### config.mk
export PLATFORM = sky130hd
export DESIGN_NAME = rv_core
export DESIGN_NICKNAME = d
export VERILOG_FILES = /design/src/rv_pkg.sv /design/src/rv_decoder.sv /design/src/rv_regfile.sv /design/src/rv_exec.sv /design/src/rv_core.sv
export VERILOG_INCLUDE_DIRS = /design/src /design/src/include
export SDC_FILE = /design/constraint.sdc
export NUM_CORES = 2
export LEC_CHECK = 0
export ABC_AREA = 1
export BUFFER_PORTS_ARGS = -buffer_cell sky130_fd_sc_hd__buf_4
export CAP_MARGIN = 20
export CELL_PAD_IN_SITES_DETAIL_PLACEMENT = 0
export CELL_PAD_IN_SITES_GLOBAL_PLACEMENT = 1
export CORE_ASPECT_RATIO = 2
export CORE_MARGIN = 4
export CORE_UTILIZATION = 40
export DETAILED_ROUTE_END_ITERATION = 7
export PLACE_DENSITY_LB_ADDON = 0.1
export SYNTH_ARGS = -nofsm -noshare
export SYNTH_HDL_FRONTEND = slang
export SYNTH_HIERARCHICAL = 1
export SYNTH_SLANG_ARGS = --single-unit
### constraint.sdc
create_clock -name clk -period 11.8 [get_ports clk]
set_input_delay 1.18 -clock clk [delete_from_list [all_inputs] [get_ports clk]]
set_output_delay 1.18 -clock clk [all_outputs]
set_load 0.1 [all_outputs]
### src/include/rv_macros.svh
`ifndef RV_MACROS_SVH
`define RV_MACROS_SVH

`define XLEN     32
`define NUM_REGS 32
`define PC_STEP  32'd4         // Next sequential instruction
`define RESET_PC 32'h0000_0000

// Major opcodes
`define OP_LUI      7'b0110111
`define OP_AUIPC    7'b0010111
`define OP_JAL      7'b1101111
`define OP_JALR     7'b1100111
`define OP_BRANCH   7'b1100011
`define OP_REG_IMM  7'b0010011
`define OP_REG_REG  7'b0110011
`define OP_MISC_MEM 7'b0001111
`define OP_SYSTEM   7'b1110011

// ALU funct3
`define F3_ADD  3'b000
`define F3_SLL  3'b001
`define F3_SLT  3'b010
`define F3_SLTU 3'b011
`define F3_XOR  3'b100
`define F3_SR   3'b101 // SRL or SRA
`define F3_OR   3'b110
`define F3_AND  3'b111

// Branch funct3
`define F3_BEQ  3'b000
`define F3_BNE  3'b001
`define F3_BLT  3'b100
`define F3_BGE  3'b101
`define F3_BLTU 3'b110
`define F3_BGEU 3'b111

`define F7_ALT 7'b0100000 // SUB, SRA, SRAI

`endif

### src/rv_pkg.sv
package rv_pkg;

  // Register or data word
  typedef logic [31:0] word_t;

  // Instruction address
  typedef logic [31:0] addr_t;

  // Raw instruction word
  typedef logic [31:0] insn_t;

  // Architectural register index, x0 to x31
  typedef logic [4:0] reg_idx_t;

  // Instruction fields
  typedef logic [6:0] opcode_t;
  typedef logic [2:0] funct3_t;
  typedef logic [6:0] funct7_t;

endpackage

### src/rv_decoder.sv
`timescale 1ns/10ps
`include "rv_macros.svh"

module rv_decoder (
  input  rv_pkg::insn_t    insn,
  output rv_pkg::reg_idx_t rs1,
  output rv_pkg::reg_idx_t rs2,
  output rv_pkg::reg_idx_t rd,
  output rv_pkg::funct3_t  funct3,
  output logic             alt,
  output rv_pkg::word_t    imm,
  output logic             use_imm,
  output logic             is_lui,
  output logic             is_auipc,
  output logic             is_jal,
  output logic             is_jalr,
  output logic             is_branch,
  output logic             reg_write,
  output logic             halt,
  output logic             illegal
);

  rv_pkg::opcode_t opcode;
  rv_pkg::funct7_t funct7;
  rv_pkg::word_t   imm_i;
  rv_pkg::word_t   imm_b;
  rv_pkg::word_t   imm_j;
  rv_pkg::word_t   imm_u;
  logic            is_reg_reg;

  // Field split, same positions for every format
  assign opcode = insn[6:0];
  assign rd     = insn[11:7];
  assign funct3 = insn[14:12];
  assign rs1    = insn[19:15];
  assign rs2    = insn[24:20];
  assign funct7 = insn[31:25];

  // Immediates, sign bit is always insn[31]
  assign imm_i = {{20{insn[31]}}, insn[31:20]};
  assign imm_b = {{19{insn[31]}}, insn[31], insn[7], insn[30:25], insn[11:8], 1'b0};
  assign imm_j = {{11{insn[31]}}, insn[31], insn[19:12], insn[20], insn[30:21], 1'b0};
  assign imm_u = {insn[31:12], 12'b0}; // Low 12 bits zero

  assign is_lui     = (opcode == `OP_LUI);
  assign is_auipc   = (opcode == `OP_AUIPC);
  assign is_jal     = (opcode == `OP_JAL);
  assign is_jalr    = (opcode == `OP_JALR);
  assign is_branch  = (opcode == `OP_BRANCH);
  assign is_reg_reg = (opcode == `OP_REG_REG);
  assign use_imm    = (opcode == `OP_REG_IMM); // ALU takes imm as operand b

  // SUB and SRA; SRAI is picked from imm[10] in the execute unit
  assign alt = is_reg_reg && (funct7 == `F7_ALT);

  always_comb begin
    case (opcode)
      `OP_LUI, `OP_AUIPC:    imm = imm_u;
      `OP_JAL:               imm = imm_j;
      `OP_BRANCH:            imm = imm_b;
      default:               imm = imm_i; // JALR and register-immediate group
    endcase
  end

  // Writes to x0 are dropped here
  assign reg_write = (is_lui || is_auipc || is_jal || is_jalr || use_imm || is_reg_reg)
                     && (rd != 5'd0);

  always_comb begin
    halt    = 1'b0;
    illegal = 1'b0;
    case (opcode)
      `OP_LUI, `OP_AUIPC, `OP_JAL: begin
        illegal = 1'b0;
      end
      `OP_JALR: begin
        illegal = (funct3 != 3'b000);
      end
      `OP_BRANCH: begin
        illegal = !(funct3 inside {`F3_BEQ, `F3_BNE, `F3_BLT, `F3_BGE, `F3_BLTU, `F3_BGEU});
      end
      `OP_REG_IMM: begin
        // Shift immediates carry funct7 in the upper imm bits
        if (funct3 == `F3_SLL) begin
          illegal = (funct7 != 7'b0);
        end else if (funct3 == `F3_SR) begin
          illegal = (funct7 != 7'b0) && (funct7 != `F7_ALT);
        end
      end
      `OP_REG_REG: begin
        // M extension and other funct7 values land here
        if (funct7 == `F7_ALT) begin
          illegal = (funct3 != `F3_ADD) && (funct3 != `F3_SR);
        end else begin
          illegal = (funct7 != 7'b0);
        end
      end
      `OP_MISC_MEM: begin
        illegal = (funct3 != 3'b000); // Plain FENCE only, runs as a NOP
      end
      `OP_SYSTEM: begin
        halt    = (insn[31:7] == 25'b0); // ECALL
        illegal = !halt;                 // EBREAK, CSR access
      end
      default: begin
        illegal = 1'b1;
      end
    endcase
  end

endmodule

### src/rv_regfile.sv
`timescale 1ns/10ps
`include "rv_macros.svh"

module rv_regfile (
  input  logic             clk,
  input  logic             rst,
  input  rv_pkg::reg_idx_t rs1,
  input  rv_pkg::reg_idx_t rs2,
  input  rv_pkg::reg_idx_t wr_idx,
  input  logic             wr_en,
  input  rv_pkg::word_t    wr_data,
  output rv_pkg::word_t    rs1_data,
  output rv_pkg::word_t    rs2_data
);

  // x0 has no storage
  rv_pkg::word_t regs [1:`NUM_REGS-1];

  always_ff @(posedge clk) begin
    if (rst) begin
      for (int i = 1; i < `NUM_REGS; i++) begin
        regs[i] <= '0;
      end
    end else if (wr_en && (wr_idx != 5'd0)) begin
      regs[wr_idx] <= wr_data;
    end
  end

  // Combinational reads, old value until the edge
  assign rs1_data = (rs1 == 5'd0) ? '0 : regs[rs1];
  assign rs2_data = (rs2 == 5'd0) ? '0 : regs[rs2];

endmodule

### src/rv_exec.sv
`timescale 1ns/10ps
`include "rv_macros.svh"

module rv_exec (
  input  logic            clk,
  input  logic            rst,
  input  rv_pkg::word_t   rs1_data,
  input  rv_pkg::word_t   rs2_data,
  input  rv_pkg::word_t   imm,
  input  rv_pkg::funct3_t funct3,
  input  logic            alt,
  input  logic            use_imm,
  input  logic            is_lui,
  input  logic            is_auipc,
  input  logic            is_jal,
  input  logic            is_jalr,
  input  logic            is_branch,
  input  logic            reg_write,
  input  logic            illegal,
  output rv_pkg::addr_t   pc,
  output logic            wr_en,
  output rv_pkg::word_t   wr_data
);

  rv_pkg::word_t            op_b;
  rv_pkg::word_t            alu_result;
  logic [$clog2(`XLEN)-1:0] shamt;
  logic                     arith_shift;
  logic                     cond;
  logic                     taken;
  rv_pkg::word_t            jalr_sum;
  rv_pkg::addr_t            pc_plus_step;
  rv_pkg::addr_t            pc_plus_imm;
  rv_pkg::addr_t            next_pc;

  always_ff @(posedge clk) begin
    if (rst) begin
      pc <= `RESET_PC;
    end else begin
      pc <= next_pc;
    end
  end

  assign op_b  = use_imm ? imm : rs2_data;
  assign shamt = op_b[$clog2(`XLEN)-1:0];

  // SRAI is marked by imm[10], SRA by funct7 through alt
  assign arith_shift = use_imm ? imm[10] : alt;

  always_comb begin
    alu_result = rs1_data + op_b;
    case (funct3)
      `F3_ADD: begin
        if (alt) begin
          alu_result = rs1_data - op_b;
        end else begin
          alu_result = rs1_data + op_b;
        end
      end
      `F3_SLL:  alu_result = rs1_data << shamt;
      `F3_SLT:  alu_result = {{(`XLEN-1){1'b0}}, $signed(rs1_data) < $signed(op_b)};
      `F3_SLTU: alu_result = {{(`XLEN-1){1'b0}}, rs1_data < op_b};
      `F3_XOR:  alu_result = rs1_data ^ op_b;
      `F3_SR: begin
        // SRA and SRAI fill with the sign bit
        if (arith_shift) begin
          alu_result = $signed(rs1_data) >>> shamt;
        end else begin
          alu_result = rs1_data >> shamt;
        end
      end
      `F3_OR:   alu_result = rs1_data | op_b;
      `F3_AND:  alu_result = rs1_data & op_b;
      default:  alu_result = rs1_data + op_b;
    endcase
  end

  // Branch condition, always on rs2 and never on the immediate
  always_comb begin
    case (funct3)
      `F3_BEQ:  cond = (rs1_data == rs2_data);
      `F3_BNE:  cond = (rs1_data != rs2_data);
      `F3_BLT:  cond = ($signed(rs1_data) < $signed(rs2_data));
      `F3_BGE:  cond = ($signed(rs1_data) >= $signed(rs2_data));
      `F3_BLTU: cond = (rs1_data < rs2_data);
      `F3_BGEU: cond = (rs1_data >= rs2_data);
      default:  cond = 1'b0;
    endcase
  end

  assign taken = is_branch && cond;

  assign pc_plus_step = pc + `PC_STEP;
  assign pc_plus_imm  = pc + imm;      // Branch, JAL and AUIPC share this add
  assign jalr_sum     = rs1_data + imm;

  always_comb begin
    if (illegal) begin
      next_pc = pc_plus_step;          // Skip over it
    end else if (is_jalr) begin
      next_pc = {jalr_sum[`XLEN-1:1], 1'b0};
    end else if (taken || is_jal) begin
      next_pc = pc_plus_imm;
    end else begin
      next_pc = pc_plus_step;
    end
  end

  always_comb begin
    if (is_lui) begin
      wr_data = imm;
    end else if (is_auipc) begin
      wr_data = pc_plus_imm;
    end else if (is_jal || is_jalr) begin
      wr_data = pc_plus_step;          // Link address
    end else begin
      wr_data = alu_result;
    end
  end

  assign wr_en = reg_write && !illegal;

endmodule

### src/rv_core.sv
`timescale 1ns/10ps

module rv_core (
  input  logic             clk,
  input  logic             rst,
  input  rv_pkg::insn_t    insn,
  output rv_pkg::addr_t    pc,
  output logic             wb_en,
  output rv_pkg::reg_idx_t wb_rd,
  output rv_pkg::word_t    wb_data,
  output logic             halt,
  output logic             illegal
);

  rv_pkg::reg_idx_t rs1;
  rv_pkg::reg_idx_t rs2;
  rv_pkg::word_t    rs1_data;
  rv_pkg::word_t    rs2_data;
  rv_pkg::funct3_t  funct3;
  rv_pkg::word_t    imm;
  logic             alt;
  logic             use_imm;
  logic             is_lui;
  logic             is_auipc;
  logic             is_jal;
  logic             is_jalr;
  logic             is_branch;
  logic             reg_write;

  rv_decoder i_decoder (
    .insn      (insn),
    .rs1       (rs1),
    .rs2       (rs2),
    .rd        (wb_rd),      // Also the retirement index
    .funct3    (funct3),
    .alt       (alt),
    .imm       (imm),
    .use_imm   (use_imm),
    .is_lui    (is_lui),
    .is_auipc  (is_auipc),
    .is_jal    (is_jal),
    .is_jalr   (is_jalr),
    .is_branch (is_branch),
    .reg_write (reg_write),
    .halt      (halt),
    .illegal   (illegal)
  );

  // Write port closes the loop from the execute unit
  rv_regfile i_regfile (
    .clk      (clk),
    .rst      (rst),
    .rs1      (rs1),
    .rs2      (rs2),
    .wr_idx   (wb_rd),
    .wr_en    (wb_en),
    .wr_data  (wb_data),
    .rs1_data (rs1_data),
    .rs2_data (rs2_data)
  );

  rv_exec i_exec (
    .clk       (clk),
    .rst       (rst),
    .rs1_data  (rs1_data),
    .rs2_data  (rs2_data),
    .imm       (imm),
    .funct3    (funct3),
    .alt       (alt),
    .use_imm   (use_imm),
    .is_lui    (is_lui),
    .is_auipc  (is_auipc),
    .is_jal    (is_jal),
    .is_jalr   (is_jalr),
    .is_branch (is_branch),
    .reg_write (reg_write),
    .illegal   (illegal),
    .pc        (pc),
    .wr_en     (wb_en),
    .wr_data   (wb_data)
  );

endmodule

== Word-level counts from Yosys, hierarchy flattened ==
Memories as Yosys holds them, arrays and structs flattened.
Index checks and enable logic that the tools add are counted.

* Register bits after elaboration: 32
* RAM bits: 992
* Bits of input ports: 34
* Output and inout bits: 72
* Word-level logic and storage cells: 97
* Memories: 1

* Add/sub/neg operators: 5
* Magnitude comparators: 6
* Eq/ne operators: 21
* Shifts and indexed selects: 3
* Muxes and demuxes: 28
* Bitwise operators: 3
* Reductions and logical operators: 29

{| class="wikitable"
|+ Memories
! name !! depth !! bits a word !! rd ports !! clocked after Yosys merged registers in !! write ports !! RTL line !! text
|-
| i_regfile.regs || 31 || 32 || 2 || 0 || 31 || rv_regfile.sv:17 || <nowiki>rv_pkg::word_t regs [1:`NUM_REGS-1];</nowiki>
|}

{| class="wikitable"
|+ Operators by type and width
! cell !! number
|-
| two-way mux 32 bit || 12
|-
| case mux 32 bit (8 select lines) || 1
|-
| less-than comparator 32 bit || 4
|-
| adder 32 bit || 3
|-
| case mux 31 bit (3 select lines) || 1
|-
| greater-or-equal comparator 32 bit || 2
|-
| adder 32 x 3 -> 32 bit, second input constant || 1
|-
| AND 32 bit || 1
|-
| equality test 32 bit || 1
|-
| inequality test 32 bit || 1
|-
| OR 32 bit || 1
|-
| OR reduction 32 bit || 1
|-
| << shifter 32 x 5 -> 32 bit || 1
|-
| >> shifter 32 x 5 -> 32 bit || 1
|-
| >>> shifter 32 x 5 -> 32 bit || 1
|-
| subtractor 32 bit || 1
|-
| bitwise XOR 32 bit || 1
|-
| equality test 7 bit, second input constant || 4
|-
| zero test 25 bit || 1
|-
| equality test 7 x 6 -> 1 bit, second input constant || 3
|-
| equality test 7 x 5 -> 1 bit, second input constant || 2
|-
| equality test 3 bit, second input constant || 4
|-
| case mux 1 bit (6 select lines) || 2
|-
| two-way mux 1 bit || 11
|-
| 17 further kinds || 34
|}

== Logic depth before layout (Yosys ltp) ==
* Depth after elaboration: 14
* Mapped depth: 42
* Mapped depth without buffers: 35

== Cells and area by module ==
Netlist, hierarchy kept.

{| class="wikitable"
|+ By module, submodules not included
! module !! instances !! cells an instance !! area an instance (um2) !! sequential area each (um2)
|-
| rv_regfile || 1 || 7249 || 56511.7 || 30749.5
|-
| rv_exec || 1 || 3297 || 17925.9 || 640.6
|-
| rv_decoder || 1 || 164 || 795.8 || 0.0
|}

== Least setup slack after synthesis ==
Ideal clock, no wire load.

* Path kind: in2out
* Start: in insn[21]
* End: out wb_data[23]
* Arrival: 6020 ps
* Data required time: 10620 ps
* Path slack: 4600 ps
* Stages on the path: 32
* Path buffers: 5
* Path through: buf_4 inv_2 clkbuf_1 buf_1 nand2_1 a21oi_1 nor2_1 nand2_1 nand2_1 nor2_1 o21ai_4 buf_6 buf_2 ha_1 inv_1 a21oi_1 nand2_1 a21oi_1 inv_1 nand2_1 nand2_1 nand2_1 nand2_1 nand2_1 nand2_1 nand2_1 nand3_1 nand2_1 nand2_1 nand3_1 nand2_1 a21oi_1

* Longest elaborated chain between the ends: 9
* Elaborated cells between the ends (all ways): 20
* Classes of those cells: add/sub (3); shift (3); mux (9); bitwise (3); reduce/logical (1); memory (1)

{| class="wikitable"
|+ RTL lines
! element !! RTL line !! text
|-
| from (decl) || rv_core.sv:6 || <nowiki>input rv_pkg::insn_t insn,</nowiki>
|-
| memory (31 x 32 bit) / zero test 5 bit (equally long branches) || - ||
|-
| two-way mux 32 bit * || rv_regfile.sv:31 || <nowiki>assign rs2_data = (rs2 == 5'd0) ? '0 : regs[rs2];</nowiki>
|-
| net rs2_data[2] || rv_core.sv:18 || <nowiki>rv_pkg::word_t rs2_data;</nowiki>
|-
| two-way mux 32 bit * || rv_exec.sv:44 || <nowiki>assign op_b = use_imm ? imm : rs2_data;</nowiki>
|-
| adder 32 bit, or another cell as far along || - ||
|-
| two-way mux 32 bit, on equally long branches || rv_exec.sv:54, rv_exec.sv:66 ||
|-
| case mux 32 bit (8 select lines) * || rv_exec.sv:52 || <nowiki>case (funct3)</nowiki>
|-
| two-way mux 32 bit * || rv_exec.sv:114 || <nowiki>end else if (is_jal || is_jalr) begin</nowiki>
|-
| two-way mux 32 bit * || rv_exec.sv:112 || <nowiki>end else if (is_auipc) begin</nowiki>
|-
| two-way mux 32 bit * || rv_exec.sv:110 || <nowiki>if (is_lui) begin</nowiki>
|-
| to (decl) || rv_core.sv:10 || <nowiki>output rv_pkg::word_t wb_data,</nowiki>
|}

Mark *: on every way through the listed nets, which the timed path passes. The rest lies on a longest branch.

== Worst setup path in the final report ==
* Start: in insn[15]
* End: out wb_data[18]

* Longest elaborated chain between the ends: 8
* Elaborated cells between the ends (all ways): 20
* Classes of those cells: add/sub (3); shift (3); mux (9); bitwise (3); reduce/logical (1); memory (1)

{| class="wikitable"
|+ RTL lines
! element !! RTL line !! text
|-
| memory (31 x 32 bit) / zero test 5 bit (equally long branches) || - ||
|-
| two-way mux 32 bit * || rv_regfile.sv:30 || <nowiki>assign rs1_data = (rs1 == 5'd0) ? '0 : regs[rs1];</nowiki>
|-
| net rs1_data[0] || rv_core.sv:17 || <nowiki>rv_pkg::word_t rs1_data;</nowiki>
|-
| adder 32 bit, or another cell as far along || - ||
|-
| two-way mux 32 bit, on equally long branches || rv_exec.sv:54, rv_exec.sv:66 ||
|-
| case mux 32 bit (8 select lines) * || rv_exec.sv:52 ||
|-
| two-way mux 32 bit * || rv_exec.sv:114 ||
|-
| two-way mux 32 bit * || rv_exec.sv:112 ||
|-
| two-way mux 32 bit * || rv_exec.sv:110 ||
|}

Marked as above.

==> impl_metrics.json <==
{
  "cts_root_buf": "clkbuf_16",
  "cp_top_family": "simple AND/OR/NAND/NOR gates",
  "die_area_um2": 196000,
  "setup_violations": 0,
  "yosysWarningCount": 6,
  "grtUsageTotal_pct": 40.2,
  "post-route-period-util_pct": 86.1,
  "synth_edf_count": 1024,
  "tns_ps": 0,
  "path_common_cell": "nand2_1",
  "gp_congestion": 1.07,
  "route.detailed.drc": 0,
  "wl_per_cell_um": 31.0,
  "min_path_cells": 2,
  "min_from": "i_exec/pc[0]",
  "powerDensity_nw_per_um2": 140,
  "cts_tree": "done",
  "worstPathArrival_ps": 8980,
  "worstReg2RegStart": "i_regfile/regs[0][18]",
  "worst-path-buf-inv": 5,
  "die_h_um": 621,
  "synthTopCellsByArea": "edfxtp_1, nand2_1, nor2_1",
  "path_clk_slew_ps": 70,
  "p_leak_nw": 34.9,
  "r2r_end": "i_regfile/regs[31][27]",
  "multiInputGateArea_um2": 38300,
  "cpPeakStageDelay_ps": 860,
  "area_growth_syn_to_layout_pct": 8.76,
  "cap_violations": 0,
  "cts-htree-levels": 3,
  "ir_worst_vdd_mv": 0.153,
  "outcome": "finished clean",
  "n_fill_cell": 19428,
  "cts_setup_buffers": 0,
  "critical_path_required_ps": 10620,
  "numPortBuffers": 105,
  "cp_max_fo": 122,
  "clock_latency_ps": 750,
  "firstDrtPassIters": 7,
  "fmax_mhz": 98.5,
  "max_slew_margin_pct": 17.2,
  "whs_endpoint": "i_exec/pc[0]",
  "end_kind": "primary output",
  "fin_crit_ps": 10160,
  "ys_ff_latch": 1056,
  "avgSynthCellArea_um2": 7.02,
  "hold_ws_ps": 575,
  "post_dp_cell_area_um2": 78300,
  "async_flop_share_pct": 0,
  "drt-initial-drc-count": 8862,
  "design_area_um2": 81800,
  "via_per_inst": 5.99,
  "cts.repair.resized": 0,
  "io_pins": 106,
  "finalHoldViolations": 0,
  "ff_latch_area_um2": 31400,
  "fin_skew_ps": 47.3,
  "tightestPinTransition_ps": 1240,
  "drv_slew": 0,
  "coreArea_um2": 187000,
  "final_layout_size_suffix_gt1_share_pct": 6.68,
  "synth.distinct_cells": 65,
  "synth_top_area_share_pct": 40.9,
  "reg2reg_depth": 25,
  "cp-start-kind": "primary input",
  "mostFrequentLayoutCell": "nand2_1",
  "seq_area_frac_synth_pct": 41.7,
  "grt_start_max_net_pins": 153,
  "die_w_um": 315,
  "antenna_left": 0,
  "grt_pass1_wl_mm": 563,
  "rrSetupSlack_ps": 4600,
  "synth_cells": 10710,
  "criticalPathCategory": "in -> out",
  "overflow": 0,
  "final_cell_mix": "nand2_1, nor2_1, nand3_1, edfxtp_1, o21ai_0",
  "start_util_pct": 40.3,
  "nNetsFinal": 10699,
  "cts.sinks": 1056,
  "min_path_type": "reg -> reg",
  "clk_path_buf_depth": 3,
  "postCtsHoldBufs": 0,
  "grt_setup_unrepaired": "no",
  "grt_pass1_vias": 76255,
  "place_hpwl_mm": 278,
  "crit_path_top_delay_cell": "nor2_1",
  "routed_wl_mm": 404,
  "rows": 224,
  "antenna_found_initial": 23,
  "synth.cell_area_um2": 75200,
  "vias": 78000,
  "numCtsBuffers": 104,
  "yosys.area.top_type": "edfxtp_1",
  "synthFlopType": "edfxtp_1"
}
==> worst register-to-register path, stage by stage, from the launching register on <==
cell      delay (ps)
edfxtp_1         490
nand2_1           90
nand3_1          110
nand3_1          100
nand2_1          130
nor2_1            70
nand2_1           50
nand2_1           50
nor2_1           410
o21ai_0          330
ha_1             560
inv_1            250
a21oi_1          670
a21boi_0         820
o21ai_0          720
a221oi_1         600
nand3_1          130
nand3_1          120
nand3_1          140
nand3_1          120
nand2_1           70
nand2_1           90
nand2_1          110
inv_1            130
buf_4            410
nor2_1           150
==> cells by family after synthesis <==
kind of cell / share of synthesized area (%)
AND/OR/NAND/NOR: 35.3
XOR/XNOR: 0.976
flip-flops: 41.7
other: 0.00498
AO/OA/AOI/OAI: 10.1
buffers and inverters: 7.86
adder cells (fa/ha/maj): 3.78
multiplexers: 0.213
==> synthesized netlist by cell type, types with 37 or more instances <==
library cell	instances
inv_1	619
xor2_1	57
buf_2	270
nand2_1	3002
o211ai_1	54
ha_1	221
nor3_1	42
nand4_1	37
buf_1	72
o21ai_0	695
nor2_1	2069
edfxtp_1	1024
nand3_1	1218
o21ai_1	136
clkbuf_1	369
a21oi_1	402
buf_4	43
==> report_power, final <==
part | total (W) | internal, W | switching [W] | leakage, nW
combinational | 0.00371 | 0.000828 | 0.00288 | 22.4
sequential | 0.00434 | 0.00424 | 0.0000964 | 10.9
clock | 0.00343 | 0.00184 | 0.00159 | 1.61
total | 0.0115 | 0.00691 | 0.00457 | 34.9
==> worst max-delay path by stage <==
stage / from / endpoint / cells after the start
after detailed placement: insn[15] / wb_data[18] / 29
after global placement: insn[15] / wb_data[18] / 29
after global routing: insn[15] / wb_data[27] / 28
after CTS: insn[15] / wb_data[18] / 29
final: insn[15] / wb_data[18] / 29
after floorplan: insn[21] / wb_data[23] / 32
==> per-stage QoR <==
stage                     power, W  setup WS [ps]  std cells  utilization [%]
after floorplan            0.00646           4600      10741                -
after global placement     0.00795           2020      12803             41.9
after detailed placement   0.00796           2030      12808             41.9
after CTS                   0.0114           2020      12997             43.7
after global routing        0.0118           1620      13013             43.8
final                       0.0115           1640      13022             43.8
==> sequential cells by signal, indices dropped and copies added, names as in the netlist <==
name            flops
i_exec/pc          32
i_regfile/regs   1024
==> final cells by class <==
class | instances | share of cell area (%)
inverters | 645 | 3.01
clock buffers | 133 | 3.39
repair buffers | 361 | 3.89
flip-flops and latches | 1056 | 38.4
well taps | 2486 | 3.80
multi-input cells | 8272 | 46.8
clock inverters | 56 | 0.673
diodes | 13 | 0.0398
==> routing by layer <==
layer | vias to the layer above | GRT usage, % | wire length [um]
met3 | 1497 | 6.26 | 29100
li1 | 34556 | - | -
met4 | 16 | 37.9 | 47500
met5 | - | 0 | 104
met2 | 4338 | 68.9 | 196000
met1 | 37593 | 41.5 | 131000
Power figures use the tool's default switching activity.
